==> config.mk <==
export PLATFORM = sky130hd
export DESIGN_NAME = hazardTop
export DESIGN_NICKNAME = d
export VERILOG_FILES = /design/src/source/hazardPkg.sv /design/src/source/atDecoder.sv /design/src/source/hazardTop.sv /design/src/source/mduBusy.sv /design/src/source/stageTracker.sv /design/src/source/stallControl.sv
export SDC_FILE = /design/constraint.sdc
export NUM_CORES = 1
export LEC_CHECK = 0
export BUFFER_PORTS_ARGS = -buffer_cell sky130_fd_sc_hd__buf_2
export CAP_MARGIN = 10
export CORE_MARGIN = 4
export CORE_UTILIZATION = 45
export DETAILED_ROUTE_END_ITERATION = 6
export PLACE_DENSITY = 0.72
export SYNTH_ARGS = -nofsm -noshare
export SYNTH_HDL_FRONTEND = slang
export SYNTH_SLANG_ARGS = --single-unit
==> constraint.sdc <==
create_clock -name clk -period 2.85 [get_ports clk]
set_input_delay 0 -clock clk [delete_from_list [all_inputs] [get_ports clk]]
set_output_delay 0 -clock clk [all_outputs]
set_load 0.02 [all_outputs]
==> src/source/hazardPkg.sv <==
`default_nettype none

package hazardPkg;

	////////////////////////////////////////////////////////////////////////////
	// Basic types
	////////////////////////////////////////////////////////////////////////////

	// Register address, zero stands for no register
	typedef logic [4:0] tReg;

	// Tuse / Tnew in cycles
	typedef logic [1:0] tTime;

	// Forwarding source seen by the decode stage
	typedef enum logic [1:0]
	{
		fwdNone = 2'd0,
		fwdE    = 2'd1,
		fwdM    = 2'd2,
		fwdW    = 2'd3
	} tFwd;

	////////////////////////////////////////////////////////////////////////////
	// Opcode field, bits 31:26
	////////////////////////////////////////////////////////////////////////////

	localparam logic [5:0] OpR   = 6'h00;
	localparam logic [5:0] OpJ   = 6'h02;
	localparam logic [5:0] OpJal = 6'h03;
	localparam logic [5:0] OpBeq = 6'h04;
	localparam logic [5:0] OpOri = 6'h0d;
	localparam logic [5:0] OpLui = 6'h0f;
	localparam logic [5:0] OpLw  = 6'h23;
	localparam logic [5:0] OpSw  = 6'h2b;

	////////////////////////////////////////////////////////////////////////////
	// Function field for R type, bits 5:0
	////////////////////////////////////////////////////////////////////////////

	localparam logic [5:0] FnSll  = 6'h00;
	localparam logic [5:0] FnJr   = 6'h08;
	localparam logic [5:0] FnMfhi = 6'h10;
	localparam logic [5:0] FnMflo = 6'h12;
	localparam logic [5:0] FnMult = 6'h18;
	localparam logic [5:0] FnAddu = 6'h21;
	localparam logic [5:0] FnSubu = 6'h23;

	// Link register written by JAL
	localparam tReg RegRa = 5'd31;

	// Busy cycles of one multiply
	localparam int MduLatency = 5;
	// Counter width, wide enough to hold MduLatency
	localparam int MduCntWidth = $clog2(MduLatency + 1);

endpackage

`default_nettype wire

==> src/source/atDecoder.sv <==
`default_nettype none

module atDecoder
	import hazardPkg::*;
(
	input  wire logic [31:0] instr,
	output tReg              a1,
	output tTime             tuse1,
	output tReg              a2,
	output tTime             tuse2,
	output tReg              a3,
	output tTime             tnew,
	output logic             mduReq,
	output logic             isMult
);

	// Instruction fields
	logic [5:0] opcode;
	logic [5:0] funct;
	tReg        rs;
	tReg        rt;
	tReg        rd;

	assign opcode = instr[31:26];
	assign funct  = instr[5:0];
	assign rs     = instr[25:21];
	assign rt     = instr[20:16];
	assign rd     = instr[15:11];

	////////////////////////////////////////////////////////////////////////////
	// Lookup table
	// Row order is a1, tuse1, a2, tuse2, a3, tnew
	////////////////////////////////////////////////////////////////////////////

	always_comb
	begin
		// Unknown codes fall through as all zeros
		{a1, tuse1, a2, tuse2, a3, tnew} = '0;
		mduReq = 1'b0;
		isMult = 1'b0;
		case (opcode)
			OpR:
			begin
				case (funct)
					FnAddu: {a1, tuse1, a2, tuse2, a3, tnew} = {rs, 2'd1, rt, 2'd1, rd, 2'd2};
					FnSubu: {a1, tuse1, a2, tuse2, a3, tnew} = {rs, 2'd1, rt, 2'd1, rd, 2'd2};
					// Shift reads rt only
					FnSll:  {a1, tuse1, a2, tuse2, a3, tnew} = {5'd0, 2'd0, rt, 2'd1, rd, 2'd2};
					FnMult:
					begin
						{a1, tuse1, a2, tuse2, a3, tnew} = {rs, 2'd1, rt, 2'd1, 5'd0, 2'd0};
						mduReq = 1'b1;
						isMult = 1'b1;
					end
					// HI/LO moves land in rd
					FnMflo, FnMfhi:
					begin
						{a1, tuse1, a2, tuse2, a3, tnew} = {5'd0, 2'd0, 5'd0, 2'd0, rd, 2'd2};
						mduReq = 1'b1;
					end
					// Jump target needed right in decode
					FnJr:   {a1, tuse1, a2, tuse2, a3, tnew} = {rs, 2'd0, 5'd0, 2'd0, 5'd0, 2'd0};
					default: ;
				endcase
			end
			OpOri: {a1, tuse1, a2, tuse2, a3, tnew} = {rs, 2'd1, 5'd0, 2'd0, rt, 2'd2};
			OpLui: {a1, tuse1, a2, tuse2, a3, tnew} = {5'd0, 2'd0, 5'd0, 2'd0, rt, 2'd1};
			// Load data appears after memory
			OpLw:  {a1, tuse1, a2, tuse2, a3, tnew} = {rs, 2'd1, 5'd0, 2'd0, rt, 2'd3};
			// Store data only needed in memory stage
			OpSw:  {a1, tuse1, a2, tuse2, a3, tnew} = {rs, 2'd1, rt, 2'd2, 5'd0, 2'd0};
			OpBeq: {a1, tuse1, a2, tuse2, a3, tnew} = {rs, 2'd0, rt, 2'd0, 5'd0, 2'd0};
			OpJ:   {a1, tuse1, a2, tuse2, a3, tnew} = '0;
			OpJal: {a1, tuse1, a2, tuse2, a3, tnew} = {5'd0, 2'd0, 5'd0, 2'd0, RegRa, 2'd1};
			default: ;
		endcase
	end

endmodule

`default_nettype wire

==> src/source/hazardTop.sv <==
`default_nettype none

module hazardTop
	import hazardPkg::*;
(
	input  wire logic        clk,
	input  wire logic        rstN,
	input  wire logic [31:0] instr,
	input  wire logic        instrValid,
	output logic             instrReady,
	output tFwd              fwdSel1,
	output tFwd              fwdSel2,
	output logic             mduBusy
);

	// Decoded fields
	tReg  a1;
	tReg  a2;
	tReg  a3;
	tTime tuse1;
	tTime tuse2;
	tTime tnew;
	logic mduReq;
	logic isMult;

	// Tracked destinations
	tReg  aE;
	tReg  aM;
	tReg  aW;
	tTime tnewE;
	tTime tnewM;
	tTime tnewW;

	logic stall;
	logic accept;

	// Handshake, ready drops exactly on a stall
	assign instrReady = ~stall;
	assign accept     = instrValid & ~stall;

	atDecoder atDecoder_i (
		.instr  (instr),
		.a1     (a1),
		.tuse1  (tuse1),
		.a2     (a2),
		.tuse2  (tuse2),
		.a3     (a3),
		.tnew   (tnew),
		.mduReq (mduReq),
		.isMult (isMult)
	);

	stageTracker stageTracker_i (
		.clk    (clk),
		.rstN   (rstN),
		.accept (accept),
		.a3     (a3),
		.tnew   (tnew),
		.aE     (aE),
		.aM     (aM),
		.aW     (aW),
		.tnewE  (tnewE),
		.tnewM  (tnewM),
		.tnewW  (tnewW)
	);

	// Only an accepted MULT starts the counter
	mduBusy mduBusy_i (
		.clk       (clk),
		.rstN      (rstN),
		.startMult (accept & isMult),
		.busy      (mduBusy)
	);

	stallControl stallControl_i (
		.a1      (a1),
		.tuse1   (tuse1),
		.a2      (a2),
		.tuse2   (tuse2),
		.mduReq  (mduReq),
		.aE      (aE),
		.aM      (aM),
		.aW      (aW),
		.tnewE   (tnewE),
		.tnewM   (tnewM),
		.tnewW   (tnewW),
		.mduBusy (mduBusy),
		.stall   (stall),
		.fwdSel1 (fwdSel1),
		.fwdSel2 (fwdSel2)
	);

endmodule

`default_nettype wire

==> src/source/mduBusy.sv <==
`default_nettype none

module mduBusy
	import hazardPkg::*;
(
	input  wire logic clk,
	input  wire logic rstN,
	input  wire logic startMult,
	output logic      busy
);

	// Remaining busy cycles
	logic [MduCntWidth-1:0] count;

	////////////////////////////////////////////////////////////////////////////
	// Down-counter
	////////////////////////////////////////////////////////////////////////////

	always_ff @(posedge clk)
	begin
		if (!rstN)
		begin
			count <= '0;
		end
		else if (startMult)
		begin
			// Multiply enters execute
			count <= MduCntWidth'(MduLatency);
		end
		else if (count != '0)
		begin
			count <= count - 1'b1;
		end
	end

	// Nonzero count means unit occupied
	assign busy = (count != '0);

endmodule

`default_nettype wire

==> src/source/stageTracker.sv <==
`default_nettype none

module stageTracker
	import hazardPkg::*;
(
	input  wire logic clk,
	input  wire logic rstN,
	input  wire logic accept,
	input  tReg       a3,
	input  tTime      tnew,
	output tReg       aE,
	output tReg       aM,
	output tReg       aW,
	output tTime      tnewE,
	output tTime      tnewM,
	output tTime      tnewW
);

	// One cycle closer to the result, stopping at zero
	function automatic tTime ageTime(input tTime t);
		ageTime = (t == 2'd0) ? 2'd0 : t - 2'd1;
	endfunction

	////////////////////////////////////////////////////////////////////////////
	// Pipeline slots
	////////////////////////////////////////////////////////////////////////////

	always_ff @(posedge clk)
	begin
		if (!rstN)
		begin
			// All stages hold bubbles
			aE    <= '0;
			aM    <= '0;
			aW    <= '0;
			tnewE <= '0;
			tnewM <= '0;
			tnewW <= '0;
		end
		else
		begin
			// Decode to execute also counts as one stage of aging
			if (accept)
			begin
				aE    <= a3;
				tnewE <= ageTime(tnew);
			end
			else
			begin
				aE    <= '0;
				tnewE <= '0;
			end

			// Execute to memory
			aM    <= aE;
			tnewM <= ageTime(tnewE);

			// Memory to writeback
			aW    <= aM;
			tnewW <= ageTime(tnewM);
		end
	end

endmodule

`default_nettype wire

==> src/source/stallControl.sv <==
`default_nettype none

module stallControl
	import hazardPkg::*;
(
	input  tReg        a1,
	input  tTime       tuse1,
	input  tReg        a2,
	input  tTime       tuse2,
	input  wire logic  mduReq,
	input  tReg        aE,
	input  tReg        aM,
	input  tReg        aW,
	input  tTime       tnewE,
	input  tTime       tnewM,
	input  tTime       tnewW,
	input  wire logic  mduBusy,
	output logic       stall,
	output tFwd        fwdSel1,
	output tFwd        fwdSel2
);

	logic stall1;
	logic stall2;

	// Youngest matching stage wins; too late a result means stall
	function automatic void resolveSrc(input tReg a, input tTime tuse,
		output logic stl, output tFwd sel);
		stl = 1'b0;
		sel = fwdNone;
		// Register 0 is never a dependency
		if (a != '0)
		begin
			if (a == aE)
			begin
				sel = fwdE;
				stl = (tnewE > tuse);
			end
			else if (a == aM)
			begin
				sel = fwdM;
				stl = (tnewM > tuse);
			end
			else if (a == aW)
			begin
				sel = fwdW;
				stl = (tnewW > tuse);
			end
		end
	endfunction

	////////////////////////////////////////////////////////////////////////////
	// Both sources plus the multiply unit
	////////////////////////////////////////////////////////////////////////////

	always_comb
	begin
		resolveSrc(a1, tuse1, stall1, fwdSel1);
		resolveSrc(a2, tuse2, stall2, fwdSel2);
		// MULT/MFLO/MFHI wait for a running multiply
		stall = stall1 | stall2 | (mduReq & mduBusy);
	end

endmodule

`default_nettype wire

==> results of run 1 <==
==> flip-flops by register name, indices dropped and copies added, names as in the netlist <==
signal	flops
stageTracker_i.tnewE	2
mduBusy_i.count	3
stageTracker_i.aW	5
stageTracker_i.aM	5
stageTracker_i.tnewW	2
stageTracker_i.aE	5
stageTracker_i.tnewM	2
==> area by class of cell <==
| class | count | area (um^2) |
|---|---|---|
| Fill cell | 431 | 1964 |
| Multi-Input combinational cell | 208 | 1496 |
| Sequential cell | 24 | 480.5 |
| Timing Repair Buffer | 45 | 250.2 |
| Inverter | 23 | 86.33 |
| Tap cell | 52 | 65.06 |
| Clock buffer | 3 | 41.29 |
| Clock inverter | 1 | 30.03 |
==> power by group through the flow <==
stage / Combinational [mW] / Clock (mW) / Sequential (mW)
5_1_grt: 0.325 / 0.330 / 0.369
4_1_cts: 0.286 / 0.308 / 0.366
2_1_floorplan: 0.197 / 0 / 0.371
3_5_place_dp: 0.285 / 0 / 0.374
6_report: 0.284 / 0.304 / 0.366
3_3_place_gp: 0.274 / 0 / 0.373
==> critical path, stage by stage <==
cell	delay [ns]
sky130_fd_sc_hd__buf_2	0.15
sky130_fd_sc_hd__or3_1	0.39
sky130_fd_sc_hd__o22a_2	0.26
sky130_fd_sc_hd__o32a_4	0.33
sky130_fd_sc_hd__a22o_1	0.27
sky130_fd_sc_hd__a211oi_4	0.27
sky130_fd_sc_hd__nor4_1	0.09
sky130_fd_sc_hd__o311a_1	0.51
sky130_fd_sc_hd__nor3_1	0.22
sky130_fd_sc_hd__buf_2	0.19
==> synthesized netlist by cell type (2+ instances only) <==
library cell and count:
sky130_fd_sc_hd__o21ai_0 12, sky130_fd_sc_hd__a221oi_1 6, sky130_fd_sc_hd__or4_1 3, sky130_fd_sc_hd__buf_2 3
sky130_fd_sc_hd__o211ai_1 2, sky130_fd_sc_hd__and2_1 12, sky130_fd_sc_hd__mux2i_1 3, sky130_fd_sc_hd__inv_1 23
sky130_fd_sc_hd__o22ai_1 5, sky130_fd_sc_hd__o31ai_1 3, sky130_fd_sc_hd__and3_1 2, sky130_fd_sc_hd__o22a_1 2
sky130_fd_sc_hd__nor4b_2 2, sky130_fd_sc_hd__o32a_1 3, sky130_fd_sc_hd__nor2_1 20, sky130_fd_sc_hd__clkbuf_1 2
sky130_fd_sc_hd__xor2_1 10, sky130_fd_sc_hd__o21a_1 3, sky130_fd_sc_hd__nand3b_1 2, sky130_fd_sc_hd__or3_1 3
sky130_fd_sc_hd__nand2b_1 4, sky130_fd_sc_hd__nor3b_1 2, sky130_fd_sc_hd__mux2_2 2, sky130_fd_sc_hd__a22o_1 2
sky130_fd_sc_hd__nand3_1 14, sky130_fd_sc_hd__nand2_1 16, sky130_fd_sc_hd__nor4_1 8, sky130_fd_sc_hd__ha_1 14
sky130_fd_sc_hd__nor3_1 8, sky130_fd_sc_hd__xnor2_1 9, sky130_fd_sc_hd__dfxtp_1 24, sky130_fd_sc_hd__nor2b_1 3
sky130_fd_sc_hd__a21oi_1 12
==> layer usage <==
layer / vias up / wire, um
met5: - / 0
met4: 0 / 63
met3: 8 / 383
met2: 72 / 2554
met1: 963 / 2565
li1: 1051 / -
==> path summary, 6_finish.rpt <==
check	from	to	depth (start not counted)
hold / removal	instrValid	mduBusy_i.count[1]$_SDFFE_PP0N_	3
setup reg to reg	stageTracker_i.aM[0]$_SDFF_PN0_	mduBusy_i.count[1]$_SDFFE_PP0N_	7
setup / recovery	instr[27]	instrReady	10
hold reg to reg	stageTracker_i.tnewE[0]$_SDFF_PP0_	stageTracker_i.tnewM[0]$_SDFF_PP0_	1
==> kinds of logic after synthesis <==
kind of cell / count (synthesis) / share of synthesized area
compound gates: 67 / 0.2446
xor+xnor: 19 / 0.07993
fa+ha+maj: 14 / 0.08414
buf+inv: 29 / 0.05769
flops: 24 / 0.2308
mux: 5 / 0.02524
simple gates: 103 / 0.2776
==> timing repair <==
action,CTS,global route
hold endpoints to repair,0,0
buffers inserted,0,0
setup endpoints to repair,0,1
gates resized for setup,0,2
==> out/metrics.json, run 1 <==
{
  "floorplan": {
    "fp.dieH_um": 76.02,
    "initial_utilization": 0.4717,
    "fp.coreArea_um2": 4414,
    "fp.dieArea_um2": 5779,
    "die_w_um": 76.02,
    "core.rowCount": 24,
    "ios": 41
  },
  "timing": {
    "max_slew.worst_pin.slew_ns": 0.5618,
    "fin_worst_hold_slack_ns": 0.05790,
    "fin_skew_ns": 0.01035,
    "max-slew-margin-rel": 0.6243,
    "report.final.setup_viol": 0,
    "rsz0062_at_grt": "no",
    "finalCriticalPeriod_ns": 2.676,
    "max_clock_freq_mhz": 373.6,
    "setup_ws_ns": 0.1735,
    "layout_worst_path_cycle_share": 0.9391,
    "drv_slew": 0,
    "hold_viol": 0,
    "fin_tns_setup_ns": 0
  },
  "logic_synthesis": {
    "post_synth.cell_area_avg_um2": 7.977,
    "postSynthRegisterBits": 24,
    "synth_top_area_share": 0.2308,
    "yosys.cell_types.count": 55,
    "synth_largest_area_cell": "sky130_fd_sc_hd__dfxtp_1",
    "synth_seq_area_share": 0.2308,
    "synth-edff-count": 0,
    "yosysWarnings": 0,
    "syn-num-nets": 310,
    "synthesis.instances": 261,
    "synth_async_sr_flop_share": 0,
    "netlist_top_cells_area": "sky130_fd_sc_hd__dfxtp_1, sky130_fd_sc_hd__ha_1, sky130_fd_sc_hd__xor2_1",
    "synth-main-ff-cell": "sky130_fd_sc_hd__dfxtp_1",
    "syn-cell-area_um2": 2082
  },
  "global_route": {
    "grt_antenna_before_repair": 0,
    "first_global_vias": 2028,
    "gr-total-overflow": 0,
    "globalRouteTotalUtil": 0.1903,
    "global_route_wire_length_before_repair_mm": 9.432,
    "gr-max-usage-layer": "met2",
    "grtUsageMet3": 0.04255,
    "use_met1": 0.2547,
    "grt_start_max_net_pins": 19,
    "met2_usage_in_global_routing": 0.3031
  },
  "worst_setup_path": {
    "worst-r2r-setup-slack_ns": 0.45,
    "worst_ep_arrival_time_ns": 2.68,
    "worst_setup_path_start_kind": "input port",
    "timing_worst_setup_path_type": "input port to output port",
    "worst-endpoint-required_ns": 2.85,
    "critPathMaxFanout": 11,
    "timing.critical_path.to_type": "output port"
  },
  "hold_path": {
    "timing.hold.worst.class": "input port to flop"
  },
  "layout": {
    "layout.nets": 354,
    "finalCoreUtilization": 0.5550,
    "area.growth.synth_to_final_pct": 17.67,
    "layoutNonFillerInstCount": 356,
    "n_antenna_cell": 0,
    "final_common_cell": "sky130_fd_sc_hd__buf_2",
    "final_layout_size_suffix_gt1_frac": 0.2039,
    "layout.cells.most_common_list": "sky130_fd_sc_hd__buf_2, sky130_fd_sc_hd__dfxtp_1, sky130_fd_sc_hd__inv_1",
    "postLayoutCellArea_um2": 2450
  },
  "placement": {
    "placed_cell_count": 352,
    "place.gp.congestion": 0.9097,
    "portBuffers": 35,
    "pre_cts_slack_ns": 0.1223,
    "dp.final_hpwl_mm": 4.497,
    "placedInstanceArea_um2": 2364
  },
  "cts": {
    "cts-root-buf": "sky130_fd_sc_hd__clkbuf_8",
    "cts_sinks": 24,
    "cts_hold_repair_buffers": 0,
    "cts_made_buffers": 3,
    "cts_tree": "done",
    "cts_max_level": 1,
    "cts.path.max_buffers": 2,
    "worst_skew_pair.late_latency_ns": 0.27,
    "clk_pin_slew_worst_paths_ns": 0.08
  },
  "power": {
    "power.clock.fraction": 0.318,
    "p_seq_frac": 0.384,
    "total_switching_power_mw": 0.2858,
    "p_leak_nw": 1.083,
    "power_report.internal_total_mw": 0.6684,
    "worst_ir_drop_vdd_uv": 287.9,
    "power.total_mw": 0.9542,
    "power.density_nw_per_um2": 389.5,
    "power.share.switching": 0.2995,
    "power.share.combinational": 0.298
  },
  "detailed_routing": {
    "detail_route.iter0.violations": 126,
    "vias": 2094,
    "postRouteWirelength_mm": 5.566,
    "detailed_router_iteration_count_before_antenna_repair": 4,
    "antenna_violating_nets_post_route": 0,
    "vias_per_cell": 5.882,
    "wl_per_cell_um": 15.63,
    "drc": 0
  },
  "status": {
    "run_status": "finished, final reports clean"
  },
  "job": {
    "max_cap_viol_count": 0
  }
}
(Power assumes the default switching activity.)
==> inputs of run 2 (changes only) <==
ABC_CLOCK_PERIOD_IN_PS = 2850   (was default)
CTS_BUF_LIST = sky130_fd_sc_hd__clkbuf_4   (was default)
==> run 2 against run 1 <==
Compared with the run above: flip-flop and latch count is the same; sequential share of layout area grew 0.11 points; register-to-register slack gained 0.07 ns; worst hold slack lost 0.050 ns; cell area shrank 0.56%; utilization shrank 0.31 points; worst setup slack gained 0.056 ns; highest routed layer unchanged; clock power shrank 17%; sequential power is essentially flat; clock skew shrank 0.0038 ns; first-iteration DRC count shrank 5.6%; largest cell class unchanged.
==> out/metrics.json, run 2 (same netlist as run 1, synthesis figures left out) <==
{
  "cts": {
    "cts_setup_buffers": 0,
    "cts_max_level": 1,
    "clk_pin_slew_worst_paths_ns": 0.14,
    "cts_made_buffers": 3,
    "cts-root-buf": "sky130_fd_sc_hd__clkbuf_4",
    "cts.path.max_buffers": 2,
    "worst_skew_pair.late_latency_ns": 0.33,
    "cts_tree": "done",
    "cts_sinks": 24
  },
  "timing": {
    "hold_viol": 0,
    "max-slew-margin-rel": 0.6598,
    "finalCriticalPeriod_ns": 2.621,
    "setup_ws_ns": 0.2294,
    "fin_tns_setup_ns": 0,
    "fin_skew_ns": 0.006545,
    "max_clock_freq_mhz": 381.6,
    "report.final.setup_viol": 0,
    "drv_slew": 0,
    "layout_worst_path_cycle_share": 0.9195,
    "rsz0062_at_grt": "no",
    "max_slew.worst_pin.slew_ns": 0.5087
  },
  "worst_setup_path": {
    "worst-r2r-setup-slack_ns": 0.52,
    "critPathMaxFanout": 11,
    "timing.critical_path.to_type": "output port",
    "timing_worst_setup_path_type": "flop to output port",
    "worst_setup_path_start_kind": "flop",
    "r2r_cells": 7,
    "worst-endpoint-required_ns": 2.85,
    "worst_ep_arrival_time_ns": 2.62
  },
  "layout": {
    "area.growth.synth_to_final_pct": 17.01,
    "final.fill_count": 434,
    "layout.nets": 355,
    "multi_input_comb_area_um2": 1491,
    "final_common_cell": "sky130_fd_sc_hd__buf_2",
    "n_antenna_cell": 0,
    "final_layout_size_suffix_gt1_frac": 0.2066,
    "seqCellArea_um2": 480.5,
    "layout.cells.most_common_list": "sky130_fd_sc_hd__buf_2, sky130_fd_sc_hd__dfxtp_1, sky130_fd_sc_hd__inv_1",
    "postLayoutCellArea_um2": 2436,
    "top_regs": "stageTracker_i.aE x5, stageTracker_i.aM x5, stageTracker_i.aW x5"
  },
  "job": {
    "max_cap_viol_count": 0
  },
  "floorplan": {
    "fp.dieArea_um2": 5779,
    "core.rowCount": 24,
    "fp.coreArea_um2": 4414,
    "ios": 41,
    "initial_utilization": 0.4717,
    "fp.dieH_um": 76.02,
    "die_w_um": 76.02
  },
  "status": {
    "run_status": "finished, final reports clean"
  },
  "placement": {
    "place.gp.congestion": 0.9097,
    "portBuffers": 35,
    "dp.final_hpwl_mm": 4.497,
    "placedInstanceArea_um2": 2364,
    "pre_cts_slack_ns": 0.1223
  },
  "detailed_routing": {
    "antenna_violating_nets_post_route": 0,
    "postRouteWirelength_mm": 5.506,
    "vias": 2118,
    "vias_per_cell": 5.933,
    "detailed_router_iteration_count_before_antenna_repair": 4,
    "wl_per_cell_um": 15.42,
    "drc": 0,
    "detail_route.iter0.violations": 119
  },
  "global_route": {
    "first_global_vias": 2021,
    "grt_start_max_net_pins": 19,
    "global_route_wire_length_before_repair_mm": 9.439,
    "globalRouteTotalUtil": 0.1895,
    "gr-total-overflow": 0,
    "grt_antenna_before_repair": 0
  },
  "power": {
    "power.total_mw": 0.9040,
    "power.density_nw_per_um2": 371.1,
    "p_leak_nw": 1.077,
    "worst_ir_drop_vdd_uv": 287.9
  },
  "hold_path": {
    "whs_path_depth": 3,
    "timing.hold.worst.class": "input port to flop"
  }
}
==> run 2: cell types whose count changed in the layout (fill, tap and decap cells not counted), sizes merged <==
cell | before | now
dlygate4sd3 | 0 | 1
==> run 2: power by group <==
part	switching, mW	leakage, nW	internal (mW)
clock network	0.111	0.0279	0.142
registers	0.0102	0.194	0.356
logic	0.159	0.855	0.125
total	0.280	1.08	0.624
==> run 2: per-layer routing <==
layer  track usage  up-vias  wire length (um)
met5             0        -                 0
met4       0.05872        0                89
met3       0.02719       11               347
met2        0.3057       77              2499
met1        0.2590      975              2569
li1              -     1055                 -
==> run 2: critical path, stage by stage, from the launching register on <==
cell,delay [ns]
sky130_fd_sc_hd__dfxtp_1,0.42
sky130_fd_sc_hd__inv_1,0.13
sky130_fd_sc_hd__nor4_1,0.29
sky130_fd_sc_hd__o21ai_0,0.19
sky130_fd_sc_hd__a211oi_4,0.33
sky130_fd_sc_hd__nor4_1,0.10
sky130_fd_sc_hd__o311a_2,0.46
sky130_fd_sc_hd__nor3_1,0.19
sky130_fd_sc_hd__buf_2,0.19
==> run 2: what timing repair did <==
action	CTS	global route
resized for setup	0	2
setup endpoints to repair	0	1
endpoints found under the hold margin	3	0
hold buffers	1	0
==> run 2: through the flow <==
step	hold slack (ns)	utilization	cells
2_1_floorplan	0.1273	-	261
3_3_place_gp	0.3172	0.5354	352
3_5_place_dp	0.3341	0.5354	352
4_1_cts	0.005562	0.5496	357
5_1_grt	0.03826	0.5519	357
6_report	0.007971	0.5519	357
==> run 2: cell type report <==
class / count / area share
clock buffer: 3 / 0.009245
clock inverter: 1 / 0.01233
inverter: 23 / 0.03544
multi-input combinational: 208 / 0.6122
sequential: 24 / 0.1972
tap: 52 / 0.02671
timing repair buffer: 46 / 0.1068
==> run 2: final timing paths <==
path / end / startpoint
worst max-delay path: instrReady / stageTracker_i.aM[0]$_SDFF_PN0_
worst min-delay path: stageTracker_i.aE[2]$_SDFF_PN0_ / instr[13]
worst max register to register: mduBusy_i.count[1]$_SDFFE_PP0N_ / stageTracker_i.aM[0]$_SDFF_PN0_
worst min register to register: stageTracker_i.tnewM[0]$_SDFF_PP0_ / stageTracker_i.tnewE[0]$_SDFF_PP0_
==> inputs of run 3 (changes only) <==
CELL_PAD_IN_SITES_DETAIL_PLACEMENT = 1   (was default)
CELL_PAD_IN_SITES_GLOBAL_PLACEMENT = 1   (was default)
CORE_UTILIZATION = 42   (was 45)
PLACE_DENSITY = 0.87   (was 0.72)
SKIP_CTS_REPAIR_TIMING = 1   (was default)
==> run 3 against run 2 <==
Compared with the run above: first-iteration DRC count down 4.2%; utilization down 3.6 points; final cell count up 4.2%; clock-buffer cell count unchanged; worst hold slack better by 0.015 ns; critical path depth unchanged; cell area up 0.77%; via count up 1.5%; sequential power about the same; global-route usage up 3.2 points; non-clock buffer count unchanged; critical path type unchanged; critical endpoint unchanged; largest power group unchanged; highest routed layer unchanged.
==> out/metrics.json, run 3 (same netlist as run 1, synthesis figures left out) <==
{
  "power": {
    "worst_ir_drop_vdd_uv": 259.9,
    "p_leak_nw": 1.076,
    "power.density_nw_per_um2": 370.6
  },
  "layout": {
    "layout.nets": 355,
    "final_common_cell": "sky130_fd_sc_hd__buf_2",
    "seqCellArea_um2": 480.5,
    "area.growth.synth_to_final_pct": 17.91,
    "n_antenna_cell": 0,
    "final.fill_count": 614,
    "final_layout_size_suffix_gt1_frac": 0.2066,
    "top_regs": "stageTracker_i.aE x5, stageTracker_i.aM x5, stageTracker_i.aW x5",
    "layout.cells.most_common_list": "sky130_fd_sc_hd__buf_2, sky130_fd_sc_hd__dfxtp_1, sky130_fd_sc_hd__inv_1",
    "multi_input_comb_area_um2": 1491
  },
  "hold_path": {
    "timing.hold.worst.class": "input port to flop",
    "origin_of_the_worst_min_delay_path": "instr[13]"
  },
  "global_route": {
    "grt_antenna_before_repair": 0,
    "first_global_vias": 2300,
    "gr-total-overflow": 0,
    "globalRouteTotalUtil": 0.2220,
    "grt_start_max_net_pins": 19,
    "global_route_wire_length_before_repair_mm": 11.03
  },
  "detailed_routing": {
    "postRouteWirelength_mm": 6.416,
    "drc": 0,
    "wl_per_cell_um": 17.25,
    "antenna_violating_nets_post_route": 0,
    "vias_per_cell": 5.777,
    "detail_route.iter0.violations": 114,
    "vias": 2149,
    "detailed_router_iteration_count_before_antenna_repair": 4
  },
  "timing": {
    "max-slew-margin-rel": 0.6734,
    "fin_skew_ns": 0.003137,
    "max_slew.worst_pin.slew_ns": 0.4883,
    "fin_tns_setup_ns": 0,
    "drv_slew": 0,
    "layout_worst_path_cycle_share": 0.9280,
    "report.final.setup_viol": 0,
    "setup_ws_ns": 0.2053,
    "max_clock_freq_mhz": 378.1,
    "finalCriticalPeriod_ns": 2.645,
    "rsz0062_at_grt": "no",
    "hold_viol": 0
  },
  "worst_setup_path": {
    "timing.critical_path.to_type": "output port",
    "worst_ep_arrival_time_ns": 2.64,
    "critPathMaxFanout": 11,
    "worst-r2r-setup-slack_ns": 0.49,
    "timing_worst_setup_path_type": "flop to output port",
    "worst-endpoint-required_ns": 2.85,
    "worst_setup_path_start_kind": "flop",
    "rr_startpoint": "stageTracker_i.aM[0]$_SDFF_PN0_",
    "setup.worst_path.start": "stageTracker_i.aM[0]$_SDFF_PN0_"
  },
  "placement": {
    "dp.final_hpwl_mm": 5.322,
    "pre_cts_slack_ns": 0.07705,
    "place.gp.congestion": 0.8455,
    "portBuffers": 35
  },
  "cts": {
    "cts_max_level": 1,
    "cts-root-buf": "sky130_fd_sc_hd__clkbuf_4",
    "cts_sinks": 24,
    "cts.path.max_buffers": 2,
    "clk_pin_slew_worst_paths_ns": 0.14,
    "cts_tree": "done",
    "worst_skew_pair.late_latency_ns": 0.32,
    "cts_made_buffers": 3
  },
  "job": {
    "max_cap_viol_count": 0
  },
  "floorplan": {
    "fp.dieH_um": 78.41,
    "ios": 41,
    "core.rowCount": 25,
    "fp.coreArea_um2": 4755,
    "die_w_um": 78.41,
    "fp.dieArea_um2": 6147,
    "initial_utilization": 0.4379
  },
  "status": {
    "run_status": "finished, final reports clean"
  }
}
==> run 3: cell counts in the layout (fill, tap and decap cells not counted) <==
Identical to the previous run, type by type.
==> run 3: where the power goes <==
group	leakage [nW]	total [mW]	switching, mW	internal [mW]
registers	0.194	0.368	0.0114	0.356
clock network	0.0279	0.251	0.108	0.142
logic	0.854	0.291	0.165	0.126
==> run 3: area by class of cell <==
type,instances,share of cell area
multi-input combinational,208,0.6075
clock buffer,3,0.009174
inverter,23,0.03517
sequential,24,0.1957
clock inverter,1,0.01223
tap,67,0.03415
timing repair buffer,46,0.1060
==> run 3: worst max-delay path: stages (launching register included) <==
cell and delay, ns:
sky130_fd_sc_hd__dfxtp_1 0.46, sky130_fd_sc_hd__inv_1 0.15, sky130_fd_sc_hd__nor4_1 0.28, sky130_fd_sc_hd__o21ai_0 0.20, sky130_fd_sc_hd__a211oi_4 0.30, sky130_fd_sc_hd__nor4_1 0.09, sky130_fd_sc_hd__o311a_2 0.49, sky130_fd_sc_hd__nor3_1 0.18
sky130_fd_sc_hd__buf_2 0.19
==> run 3: per-stage QoR <==
stage / hold slack (ns) / cell area [um^2] / total power [mW] / util / instances
3_5_place_dp: 0.3465 / 2382 / 0.6675 / 0.5011 / 367
2_1_floorplan: 0.1273 / 2082 / 0.5681 / - / 261
5_1_grt: 0.008631 / 2455 / 0.9706 / 0.5163 / 372
6_report: 0.02292 / 2455 / 0.9097 / 0.5163 / 372
4_1_cts: 0.001173 / 2435 / 0.9207 / 0.5121 / 371
3_3_place_gp: 0.3382 / 2382 / 0.6504 / 0.5011 / 367
==> run 3: routing by layer <==
| layer | vias up | share of wire | GRT usage | wire length [um] |
|---|---|---|---|---|
| met5 | - | 0 | 0 | 0 |
| met4 | 0 | 0.011 | 0.04371 | 73 |
| met3 | 8 | 0.048 | 0.02523 | 305 |
| met2 | 60 | 0.50 | 0.4092 | 3231 |
| met1 | 1028 | 0.44 | 0.2772 | 2806 |
| li1 | 1053 | - | - | - |
==> run 3: path summary, 6_finish.rpt <==
path | endpoint | depth (start not counted)
setup / recovery | instrReady | 8
hold / removal | stageTracker_i.aE[2]$_SDFF_PN0_ | 3
setup reg to reg | mduBusy_i.count[1]$_SDFFE_PP0N_ | 7
hold reg to reg | stageTracker_i.tnewW[0]$_SDFF_PP0_ | 1
